[config.mk]
export PLATFORM = sky130hd
export DESIGN_NAME = conv2d_opt
export DESIGN_NICKNAME = d
export VERILOG_FILES = /design/src/source/conv_pkg.sv /design/src/source/conv_ctrl.sv /design/src/source/conv_mac.sv /design/src/source/conv_write_port.sv /design/src/source/conv2d_opt.sv
export SDC_FILE = /design/constraint.sdc
export NUM_CORES = 2
export LEC_CHECK = 0
export BUFFER_PORTS_ARGS = -buffer_cell sky130_fd_sc_hd__buf_4
export CORE_MARGIN = 2
export CORE_UTILIZATION = 35
export CTS_CLUSTER_SIZE = 24
export DETAILED_ROUTE_END_ITERATION = 8
export GPL_ROUTABILITY_DRIVEN = 0
export SLEW_MARGIN = 20
export SYNTH_ARGS = -nofsm -noshare
export SYNTH_HDL_FRONTEND = slang
export SYNTH_SLANG_ARGS = --single-unit
[constraint.sdc]
create_clock -name clk -period 27.6 [get_ports clk]
set_clock_uncertainty 0.1 [all_clocks]
set_input_delay 1.38 -clock clk [delete_from_list [all_inputs] [get_ports clk]]
set_output_delay 1.38 -clock clk [all_outputs]
set_load 0.1 [all_outputs]
[src/source/conv_pkg.sv]
`default_nettype none

package conv_pkg;

    // Bus widths
    localparam int ADDR_W = 32;
    localparam int DATA_W = 32;

    // Kernel geometry
    localparam int WT_DIM  = 3;
    localparam int WT_TAPS = WT_DIM * WT_DIM;

    // Byte step between consecutive words
    localparam int WORD_BYTES = 4;

    // Counter widths and terminal counts
    localparam int TAP_W  = $clog2(WT_TAPS);
    localparam int KROW_W = $clog2(WT_DIM);
    localparam logic [TAP_W-1:0]  LAST_TAP  = TAP_W'(WT_TAPS - 1);
    localparam logic [KROW_W-1:0] LAST_KROW = KROW_W'(WT_DIM - 1);

    // Run configuration, captured when a run starts
    typedef struct packed {
        logic [31:0] fm_dim;
        logic [31:0] wt_offset;
        logic [31:0] ifm_offset;
        logic [31:0] ofm_offset;
    } conv_cfg_t;

    typedef struct packed {
        logic [ADDR_W-1:0] addr;
        logic [31:0]       len;
    } rd_req_t;

    typedef struct packed {
        logic [ADDR_W-1:0] addr;
        logic [DATA_W-1:0] data;
    } wr_req_t;

endpackage

`default_nettype wire

[src/source/conv_ctrl.sv]
`timescale 1ns/1ps
`default_nettype none

module conv_ctrl (
    input  wire logic                clk,
    input  wire logic                rst,
    input  wire logic                start,
    input  wire conv_pkg::conv_cfg_t cfg,
    input  wire logic                rd_req_ready,
    input  wire logic                wr_ack,
    output conv_pkg::rd_req_t        rd_req,
    output logic                     rd_req_valid,
    output logic                     run_start,
    output logic                     busy
);

    logic [31:0]                   out_dim;
    logic [31:0]                   out_total;
    logic [31:0]                   col;
    logic [31:0]                   row;
    logic [31:0]                   ack_cnt;
    logic [31:0]                   pix_word;
    logic [conv_pkg::KROW_W-1:0]   krow;
    logic                          issuing;
    logic                          wt_pending;
    logic                          req_fire;

    // Valid-mode output side and pixel count
    assign out_dim   = cfg.fm_dim - 32'(conv_pkg::WT_DIM - 1);
    assign out_total = out_dim * out_dim;

    assign run_start    = start && !busy;
    assign rd_req_valid = issuing;
    assign req_fire     = rd_req_valid && rd_req_ready;

    // Word index of the first tap in the current kernel row
    assign pix_word = (row + 32'(krow)) * cfg.fm_dim + col;

    always_comb begin
        if (wt_pending) begin
            rd_req.addr = cfg.wt_offset;
            rd_req.len  = 32'(conv_pkg::WT_TAPS);
        end else begin
            rd_req.addr = cfg.ifm_offset + pix_word * conv_pkg::WORD_BYTES;
            rd_req.len  = 32'(conv_pkg::WT_DIM);
        end
    end

    always_ff @(posedge clk) begin
        if (rst) begin
            busy       <= 1'b0;
            issuing    <= 1'b0;
            wt_pending <= 1'b0;
            col        <= '0;
            row        <= '0;
            krow       <= '0;
            ack_cnt    <= '0;
        end else begin
            if (run_start) begin
                busy       <= 1'b1;
                issuing    <= 1'b1;
                wt_pending <= 1'b1;
                col        <= '0;
                row        <= '0;
                krow       <= '0;
                ack_cnt    <= '0;
            end
            // Weight burst first, then kernel rows of each output pixel
            if (req_fire) begin
                if (wt_pending) begin
                    wt_pending <= 1'b0;
                end else if (krow != conv_pkg::LAST_KROW) begin
                    krow <= krow + 1'b1;
                end else begin
                    krow <= '0;
                    if (col != out_dim - 32'd1) begin
                        col <= col + 32'd1;
                    end else begin
                        col <= '0;
                        if (row != out_dim - 32'd1) begin
                            row <= row + 32'd1;
                        end else begin
                            issuing <= 1'b0;
                        end
                    end
                end
            end
            // Run ends once every output has its write status
            if (wr_ack) begin
                ack_cnt <= ack_cnt + 32'd1;
                if (ack_cnt == out_total - 32'd1) begin
                    busy <= 1'b0;
                end
            end
        end
    end

    a_req_hold: assert property (@(posedge clk) disable iff (rst)
        rd_req_valid && !rd_req_ready |=> rd_req_valid && $stable(rd_req));

endmodule

`default_nettype wire

[src/source/conv_mac.sv]
`timescale 1ns/1ps
`default_nettype none

module conv_mac (
    input  wire logic                          clk,
    input  wire logic                          rst,
    input  wire logic                          run_start,
    input  wire logic [conv_pkg::DATA_W-1:0]   rdata,
    input  wire logic                          rdata_valid,
    input  wire logic                          res_ready,
    output logic                               rdata_ready,
    output logic                               res_valid,
    output logic [conv_pkg::DATA_W-1:0]        res
);

    logic [conv_pkg::DATA_W-1:0] wt_bank [conv_pkg::WT_TAPS];
    logic [conv_pkg::DATA_W-1:0] acc;
    logic [conv_pkg::DATA_W-1:0] prod;
    logic [conv_pkg::TAP_W-1:0]  tap;
    logic                        wt_loaded;
    logic                        armed;
    logic                        beat_fire;

    // Stall read data while a finished result cannot leave
    assign rdata_ready = armed && (!res_valid || res_ready);
    assign beat_fire   = rdata_valid && rdata_ready;
    assign prod        = rdata * wt_bank[tap];

    always_ff @(posedge clk) begin
        if (beat_fire && !wt_loaded) begin
            wt_bank[tap] <= rdata;
        end
    end

    always_ff @(posedge clk) begin
        if (beat_fire && wt_loaded && tap == conv_pkg::LAST_TAP) begin
            res <= acc + prod;
        end
    end

    always_ff @(posedge clk) begin
        if (rst) begin
            armed     <= 1'b0;
            wt_loaded <= 1'b0;
            tap       <= '0;
            acc       <= '0;
            res_valid <= 1'b0;
        end else if (run_start) begin
            armed     <= 1'b1;
            wt_loaded <= 1'b0;
            tap       <= '0;
            acc       <= '0;
            res_valid <= 1'b0;
        end else begin
            if (res_valid && res_ready) begin
                res_valid <= 1'b0;
            end
            if (beat_fire) begin
                if (tap == conv_pkg::LAST_TAP) begin
                    tap <= '0;
                    acc <= '0;
                    // First group of a run is the weight block
                    if (wt_loaded) begin
                        res_valid <= 1'b1;
                    end else begin
                        wt_loaded <= 1'b1;
                    end
                end else begin
                    tap <= tap + 1'b1;
                    if (wt_loaded) begin
                        acc <= acc + prod;
                    end
                end
            end
        end
    end

    a_res_hold: assert property (@(posedge clk) disable iff (rst)
        res_valid && !res_ready |=> res_valid && $stable(res));

endmodule

`default_nettype wire

[src/source/conv_write_port.sv]
`timescale 1ns/1ps
`default_nettype none

module conv_write_port (
    input  wire logic                          clk,
    input  wire logic                          rst,
    input  wire logic                          run_start,
    input  wire conv_pkg::conv_cfg_t           cfg,
    input  wire logic                          res_valid,
    input  wire logic [conv_pkg::DATA_W-1:0]   res,
    input  wire logic                          wr_addr_ready,
    input  wire logic                          wr_data_ready,
    input  wire logic                          wr_status_valid,
    output logic                               res_ready,
    output conv_pkg::wr_req_t                  wr_req,
    output logic                               wr_addr_valid,
    output logic                               wr_data_valid,
    output logic                               wr_status_ready,
    output logic                               wr_ack
);

    logic [conv_pkg::DATA_W-1:0] buf_data;
    logic [31:0]                 out_idx;
    logic                        buf_full;
    logic                        res_fire;
    logic                        status_fire;

    // Buffer stays occupied until the write status returns
    assign res_ready       = !buf_full;
    assign res_fire        = res_valid && res_ready;
    assign wr_status_ready = buf_full;
    assign status_fire     = wr_status_valid && wr_status_ready;
    assign wr_ack          = status_fire;

    assign wr_req.addr = cfg.ofm_offset + out_idx * conv_pkg::WORD_BYTES;
    assign wr_req.data = buf_data;

    always_ff @(posedge clk) begin
        if (res_fire) begin
            buf_data <= res;
        end
    end

    always_ff @(posedge clk) begin
        if (rst || run_start) begin
            buf_full      <= 1'b0;
            wr_addr_valid <= 1'b0;
            wr_data_valid <= 1'b0;
            out_idx       <= '0;
        end else begin
            if (res_fire) begin
                buf_full      <= 1'b1;
                wr_addr_valid <= 1'b1;
                wr_data_valid <= 1'b1;
            end
            // Address and data channels accept independently
            if (wr_addr_valid && wr_addr_ready) begin
                wr_addr_valid <= 1'b0;
            end
            if (wr_data_valid && wr_data_ready) begin
                wr_data_valid <= 1'b0;
            end
            if (status_fire) begin
                buf_full <= 1'b0;
                out_idx  <= out_idx + 32'd1;
            end
        end
    end

    // Status only after both address and data were taken by memory
    a_status_after_write: assert property (@(posedge clk) disable iff (rst)
        status_fire |-> !wr_addr_valid && !wr_data_valid);

endmodule

`default_nettype wire

[src/source/conv2d_opt.sv]
`timescale 1ns/1ps
`default_nettype none

module conv2d_opt (
    input  wire logic                          clk,
    input  wire logic                          rst,

    input  wire logic                          start,
    output logic                               idle,
    output logic                               done,

    input  wire logic [31:0]                   fm_dim,
    input  wire logic [31:0]                   wt_offset,
    input  wire logic [31:0]                   ifm_offset,
    input  wire logic [31:0]                   ofm_offset,

    output logic [conv_pkg::ADDR_W-1:0]        req_read_addr,
    output logic                               req_read_addr_valid,
    input  wire logic                          req_read_addr_ready,
    output logic [31:0]                        req_read_len,

    input  wire logic [conv_pkg::DATA_W-1:0]   resp_read_data,
    input  wire logic                          resp_read_data_valid,
    output logic                               resp_read_data_ready,

    output logic [conv_pkg::ADDR_W-1:0]        req_write_addr,
    output logic                               req_write_addr_valid,
    input  wire logic                          req_write_addr_ready,
    output logic [31:0]                        req_write_len,

    output logic [conv_pkg::DATA_W-1:0]        req_write_data,
    output logic                               req_write_data_valid,
    input  wire logic                          req_write_data_ready,

    input  wire logic                          resp_write_status,
    input  wire logic                          resp_write_status_valid,
    output logic                               resp_write_status_ready
);

    conv_pkg::conv_cfg_t         cfg_q;
    conv_pkg::rd_req_t           rd_req;
    conv_pkg::wr_req_t           wr_req;
    logic [conv_pkg::DATA_W-1:0] res;
    logic                        run_start;
    logic                        busy;
    logic                        busy_q;
    logic                        wr_ack;
    logic                        res_valid;
    logic                        res_ready;

    // Scalars captured on an accepted start
    always_ff @(posedge clk) begin
        if (run_start) begin
            cfg_q.fm_dim     <= fm_dim;
            cfg_q.wt_offset  <= wt_offset;
            cfg_q.ifm_offset <= ifm_offset;
            cfg_q.ofm_offset <= ofm_offset;
        end
    end

    // Done follows the falling edge of busy by one cycle
    always_ff @(posedge clk) begin
        if (rst) begin
            busy_q <= 1'b0;
            done   <= 1'b0;
        end else begin
            busy_q <= busy;
            if (run_start) begin
                done <= 1'b0;
            end else if (busy_q && !busy) begin
                done <= 1'b1;
            end
        end
    end

    assign idle          = !busy;
    assign req_read_addr = rd_req.addr;
    assign req_read_len  = rd_req.len;

    // Every output word goes out as a single-beat write
    assign req_write_len  = 32'd1;
    assign req_write_addr = wr_req.addr;
    assign req_write_data = wr_req.data;

    conv_ctrl ctrl_i (
        .clk          (clk),
        .rst          (rst),
        .start        (start),
        .cfg          (cfg_q),
        .rd_req_ready (req_read_addr_ready),
        .wr_ack       (wr_ack),
        .rd_req       (rd_req),
        .rd_req_valid (req_read_addr_valid),
        .run_start    (run_start),
        .busy         (busy)
    );

    conv_mac mac_i (
        .clk         (clk),
        .rst         (rst),
        .run_start   (run_start),
        .rdata       (resp_read_data),
        .rdata_valid (resp_read_data_valid),
        .res_ready   (res_ready),
        .rdata_ready (resp_read_data_ready),
        .res_valid   (res_valid),
        .res         (res)
    );

    conv_write_port wr_port_i (
        .clk             (clk),
        .rst             (rst),
        .run_start       (run_start),
        .cfg             (cfg_q),
        .res_valid       (res_valid),
        .res             (res),
        .wr_addr_ready   (req_write_addr_ready),
        .wr_data_ready   (req_write_data_ready),
        .wr_status_valid (resp_write_status_valid),
        .res_ready       (res_ready),
        .wr_req          (wr_req),
        .wr_addr_valid   (req_write_addr_valid),
        .wr_data_valid   (req_write_data_valid),
        .wr_status_ready (resp_write_status_ready),
        .wr_ack          (wr_ack)
    );

endmodule

`default_nettype wire

## Word level (Yosys, flattened, before mapping)

Memory sizes are Yosys's and may differ from the RTL's. A register that Yosys moved wholly into a read port is not among the register bits.
Cells that the tools add are included.

- Bits in registers: 369
- Bits in latches: 0
- RAM bits: 288
- Memory bits (read-only): 0
- Bits of input ports: 169
- Output and inout bits: 167
- Logic and storage cells: 114
- Memories kept: 1

- Add/sub/neg operators: 14
- $mul: 3
- Div/mod/pow operators: 0
- Order comparisons: 0
- Equal/unequal tests: 5
- Shifts and indexed selects: 0
- Mux-type cells: 41
- Bitwise logic cells: 0
- Reductions and logical operators: 26

Memories:

| memory | depth | bits a word | read ports | clocked after memory_dff | wr ports | line | RTL |
|---|---|---|---|---|---|---|---|
| mac_i.wt_bank | 9 | 32 | 1 | 1 | 1 | conv_mac.sv:16 | `logic [conv_pkg::DATA_W-1:0] wt_bank [conv_pkg::WT_TAPS];` |

Operator list:

| kind | count |
|---|---|
| 32-bit two-way mux | 15 |
| 32-bit by 1-bit adder with 32-bit output, second input constant | 4 |
| 32-bit adder | 3 |
| 32-bit by 32-bit multiplier with 32-bit output | 2 |
| 64-bit two-way mux | 1 |
| 32-bit inequality test | 2 |
| 32-bit by 1-bit subtractor with 32-bit output, second input constant | 2 |
| 32-bit by 2-bit adder with 32-bit output | 1 |
| 32-bit == test | 1 |
| 32-bit by 32-bit multiplier with 30-bit output | 1 |
| 32-bit by 2-bit subtractor with 32-bit output, second input constant | 1 |
| 30-bit adder | 1 |
| 1-bit two-way mux | 18 |
| 1-bit logical AND | 12 |
| 4-bit two-way mux | 3 |
| 2-bit two-way mux | 4 |
| 2-bit OR reduction | 4 |
| 4-bit by 1-bit adder with 4-bit output, second input constant | 1 |
| 4-bit == test, second input constant | 1 |
| 1-bit zero test | 4 |
| 2-bit AND reduction | 2 |
| 2-bit nonzero test | 2 |
| 2-bit by 1-bit adder with 2-bit output, second input constant | 1 |
| 1-bit logical OR | 2 |
| 2-bit inequality test, second input constant | 1 |

## Logic depth before layout (Yosys ltp)

- Depth in word-level cells: 8
- Depth in mapped cells: 41
- Depth with buffers taken out: 39

## Cells and area by module

A second synthesis with hierarchy kept.

- Cell total of the unflattened synthesis: 7,608
- Area, all modules: 77,570.6 sq um

By module, submodules not included:

| module | times used | cells an instance | area an instance (sq um) | seq. area each (sq um) |
|---|---|---|---|---|
| conv_ctrl | 1 | 4,466 | 38,552.0 | 2,021.9 |
| conv_mac | 1 | 2,529 | 30,696.9 | 10,470.0 |
| conv_write_port | 1 | 444 | 4,165.2 | 1,621.6 |
| conv2d_opt | 1 | 169 | 4,156.5 | 3,883.7 |

## Worst setup path after synthesis

OpenSTA, ideal clock, no wires.

- Path kind: flip-flop to output port
- Start point: register ctrl_i.row[3]
- End point: output req_read_addr[30] (netlist bit)
- Arrival: 11.316 ns
- Required time: 26.120 ns
- Setup slack: 14.804 ns
- Cell stages (with the launch flop): 38
- Path buffers: 2
- Cells stage by stage: dfxtp_1 -> clkbuf_1 -> nand4_1 -> or3_1 -> nor3_1 -> xor2_1 -> clkbuf_1 -> nand2_1 -> fa_1 -> inv_1 -> fa_1 -> inv_1 -> fa_1 -> inv_1 -> fa_1 -> inv_1 -> fa_1 -> inv_1 -> (+2 left out) -> ha_1 -> or3_1 -> o31ai_1 -> nor2b_1 -> o21a_1 -> o21ai_0 -> nand2b_1 -> a21oi_1 -> xnor2_1 -> ha_1 -> o21a_1 -> o21ai_0 -> nor2_1 -> a2111oi_0 -> nor3_1 -> a31oi_1 -> xor2_1 -> o21ai_0

- Word-level cells in the longest chain between the ends: 5

Ends and longest elaborated chain:

| item | line | RTL |
|---|---|---|
| from (decl) | conv_ctrl.sv:20 | `logic [31:0] row;` |
| from (signal assigned) | conv_ctrl.sv:81 | `row <= row + 32'd1;` |
| 32-bit by 2-bit adder with 32-bit output | conv_ctrl.sv:37 | `assign pix_word = (row + 32'(krow)) * cfg.fm_dim + col;` |
| 32-bit by 32-bit multiplier with 30-bit output | conv_ctrl.sv:37 |  |
| 30-bit adder | conv_ctrl.sv:37 |  |
| 32-bit adder | conv_ctrl.sv:44 | `rd_req.addr = cfg.ifm_offset + pix_word * conv_pkg::WORD_BYTES;` |
| 64-bit two-way mux | conv_ctrl.sv:40 | `if (wt_pending) begin` |
| to (decl) | conv2d_opt.sv:17 | `output logic [conv_pkg::ADDR_W-1:0] req_read_addr,` |

Every way passes these cells.

## Final worst setup path

- Start point: register ctrl_i.row[0]
- End point: output req_read_addr[31] (netlist bit)

Same word-level chain as after synthesis.

==> impl_metrics.json <==
{
  "netlist_top_cells_area": "fa_1 (32%), edfxtp_1 (19%), ha_1 (6.8%)",
  "cts_root_buffer": "clkbuf_16",
  "drtPass1Iterations": 7,
  "fin_tns_setup_ps": 0,
  "vias": 55101,
  "design.die.area_um2": 222000,
  "dp.cells": 10487,
  "io-pin-count": 336,
  "ys_ff_latch": 659,
  "tightestPinTransition_ps": 1210,
  "path_class": "register to output pin",
  "cts_sinks": 659,
  "final_cells": 10647,
  "endpoint_kind": "output pin",
  "ys_async_sr_fraction_pct": 0,
  "slew_viol_final": 0,
  "synth_warnings": 0,
  "grt_start_max_net_pins": 83,
  "worstSkewPairLatency_ps": 740,
  "hold_path_depth": 0,
  "timing.final.crit_share_pct": 50.5,
  "hp-class": "register to register",
  "cap_viol_max_count": 0,
  "syn-cell-area_um2": 76300,
  "die_w_um": 471,
  "fillers": 21328,
  "numCtsBuffers": 82,
  "wl_per_cell_um": 21.5,
  "finalHoldViolations": 0,
  "max_freq_mhz": 71.8,
  "cp_common_cell": "fa_1",
  "worst_ep_required_time_ps": 26120,
  "h-tree-depth": 3,
  "cp-start-kind": "register",
  "cts_setup_buffers": 0,
  "drc": 0,
  "hold_buffers": 0,
  "outcome": "finished clean",
  "ctsLongestPathBuffers": 3,
  "crit_path_top_delay_cell": "o31ai_1",
  "layout_commonest_cell": "inv_1",
  "path_depth": 41,
  "synth_top_cell_by_area": "fa_1",
  "die_y_um": 471,
  "syn_inst": 7593,
  "dpl.hpwl_mm": 172,
  "synth_top_area_share_pct": 32.0,
  "drt_wl_total_mm": 229,
  "seqCellArea_um2": 18000,
  "ys_seq_area_share_pct": 23.6,
  "slew_headroom_pct": 18.7,
  "finalCriticalPeriod_ps": 13940,
  "synth_edf_count": 480,
  "synthFlopType": "edfxtp_1",
  "final_cell_mix": "inv_1 (1289), fa_1 (1218), nand2_1 (988)",
  "initial_core_util_pct": 35.2,
  "drt-initial-drc-count": 4190,
  "track_usage_pct": 20.8,
  "ant_nets": 0,
  "final_layout_size_suffix_gt1_share_pct": 8.91,
  "cp_max_fo": 12,
  "area_growth_pct": 10.5,
  "viasPerCell": 5.18,
  "grt_pass1_vias": 58756,
  "crit_family": "adder cells",
  "grt-ovfl-total": 0,
  "post_cts_resized": 0,
  "io_buffer_count": 272,
  "grt_pass1_wl_mm": 353,
  "synth_area_per_cell_um2": 10.0,
  "rows": 171,
  "max_stage_delay_ps": 580,
  "ys_types": 92,
  "worst-r2r-cell-count": 34,
  "fin_nets": 9520,
  "multiInputGateArea_um2": 52100,
  "antenna_found_initial": 13,
  "setup_violations": 0,
  "fp.coreArea_um2": 217000,
  "crit_arrival_ps": 12460,
  "clkTransAtPathRegs_ps": 60,
  "cts_tree": "yes",
  "worst-path-buf-inv": 7,
  "rsz0062_at_grt": "false"
}
-- through the flow --
stage	instance area [um2]	setup slack (ps)	utilization (%)	hold WS (ps)
after floorplan	76500	14800	-	300
after global placement	81400	14710	37.5	305
after detailed placement	81400	14580	37.5	305
after CTS	84200	13710	38.8	293
after global routing	84200	12930	38.8	307
final	84200	13660	38.8	302
-- synthesized netlist by cell type (64+ instances only) --
master	n
a21oi_1	161
and2_1	350
buf_4	66
clkbuf_1	294
dfxtp_1	179
edfxtp_1	480
fa_1	1218
ha_1	415
inv_1	1290
mux4_2	64
nand2_1	989
nand3_1	107
nor2_1	382
nor3_1	86
o21ai_0	159
xnor2_1	322
xor2_1	112
-- worst paths after layout --
check	from	end	slack, ps
min reg2reg	mac_i.res[2]$_DFFE_PP_	wr_port_i.buf_data[2]$_DFFE_PP_	300
min	mac_i.res[2]$_DFFE_PP_	wr_port_i.buf_data[2]$_DFFE_PP_	300
max	ctrl_i.row[0]$_SDFF_PP0_	req_read_addr[31]	13660
max reg2reg	cfg_q[97]$_DFFE_PP_	ctrl_i.busy$_SDFF_PP0_	15520
-- sequential cells by signal (all words and copies together) (netlist names), 2 cells and up, named ones only --
register            cells
mac_i.wt_bank         288
cfg_q                 128
ctrl_i.ack_cnt         32
ctrl_i.col             32
ctrl_i.row             32
mac_i.acc              32
mac_i.res              32
wr_port_i.buf_data     32
wr_port_i.out_idx      30
mac_i.tap               4
ctrl_i.krow             2
-- cell type report --
| type | count | area share (%) |
|---|---|---|
| timing repair buffer | 386 | 3.49 |
| multi-input combinational | 5295 | 61.8 |
| clock buffer | 94 | 2.51 |
| tap | 2854 | 4.24 |
| clock inverter | 58 | 0.765 |
| inverter | 1294 | 5.77 |
| sequential | 659 | 21.4 |
| antenna | 7 | 0.0208 |
-- logic make-up (layout without fill, tap and decap cells) --
family          after synthesis  in the layout  share of synthesized area [%]
other cells                   2             69                        0.00985
compound gates              672            672                           5.67
flops                       659            659                           23.6
buf+inv                    1699           1832                           8.72
fa+ha+maj                  1633           1633                           38.8
simple gates               2350           2350                           14.8
xor+xnor                    459            459                           5.73
mux                         119            119                           2.63
-- per-layer routing --
metal	share of wire (%)	vias up	GRT usage (%)
met5	0.018	-	0
met3	7.2	409	3.42
met4	4.4	6	8.56
li1	-	24329	-
met2	49	2164	35.1
met1	40	28193	26.4
Power is not shown: default switching activity piles up to over one toggle a cycle in this logic, so the estimate is an artifact.
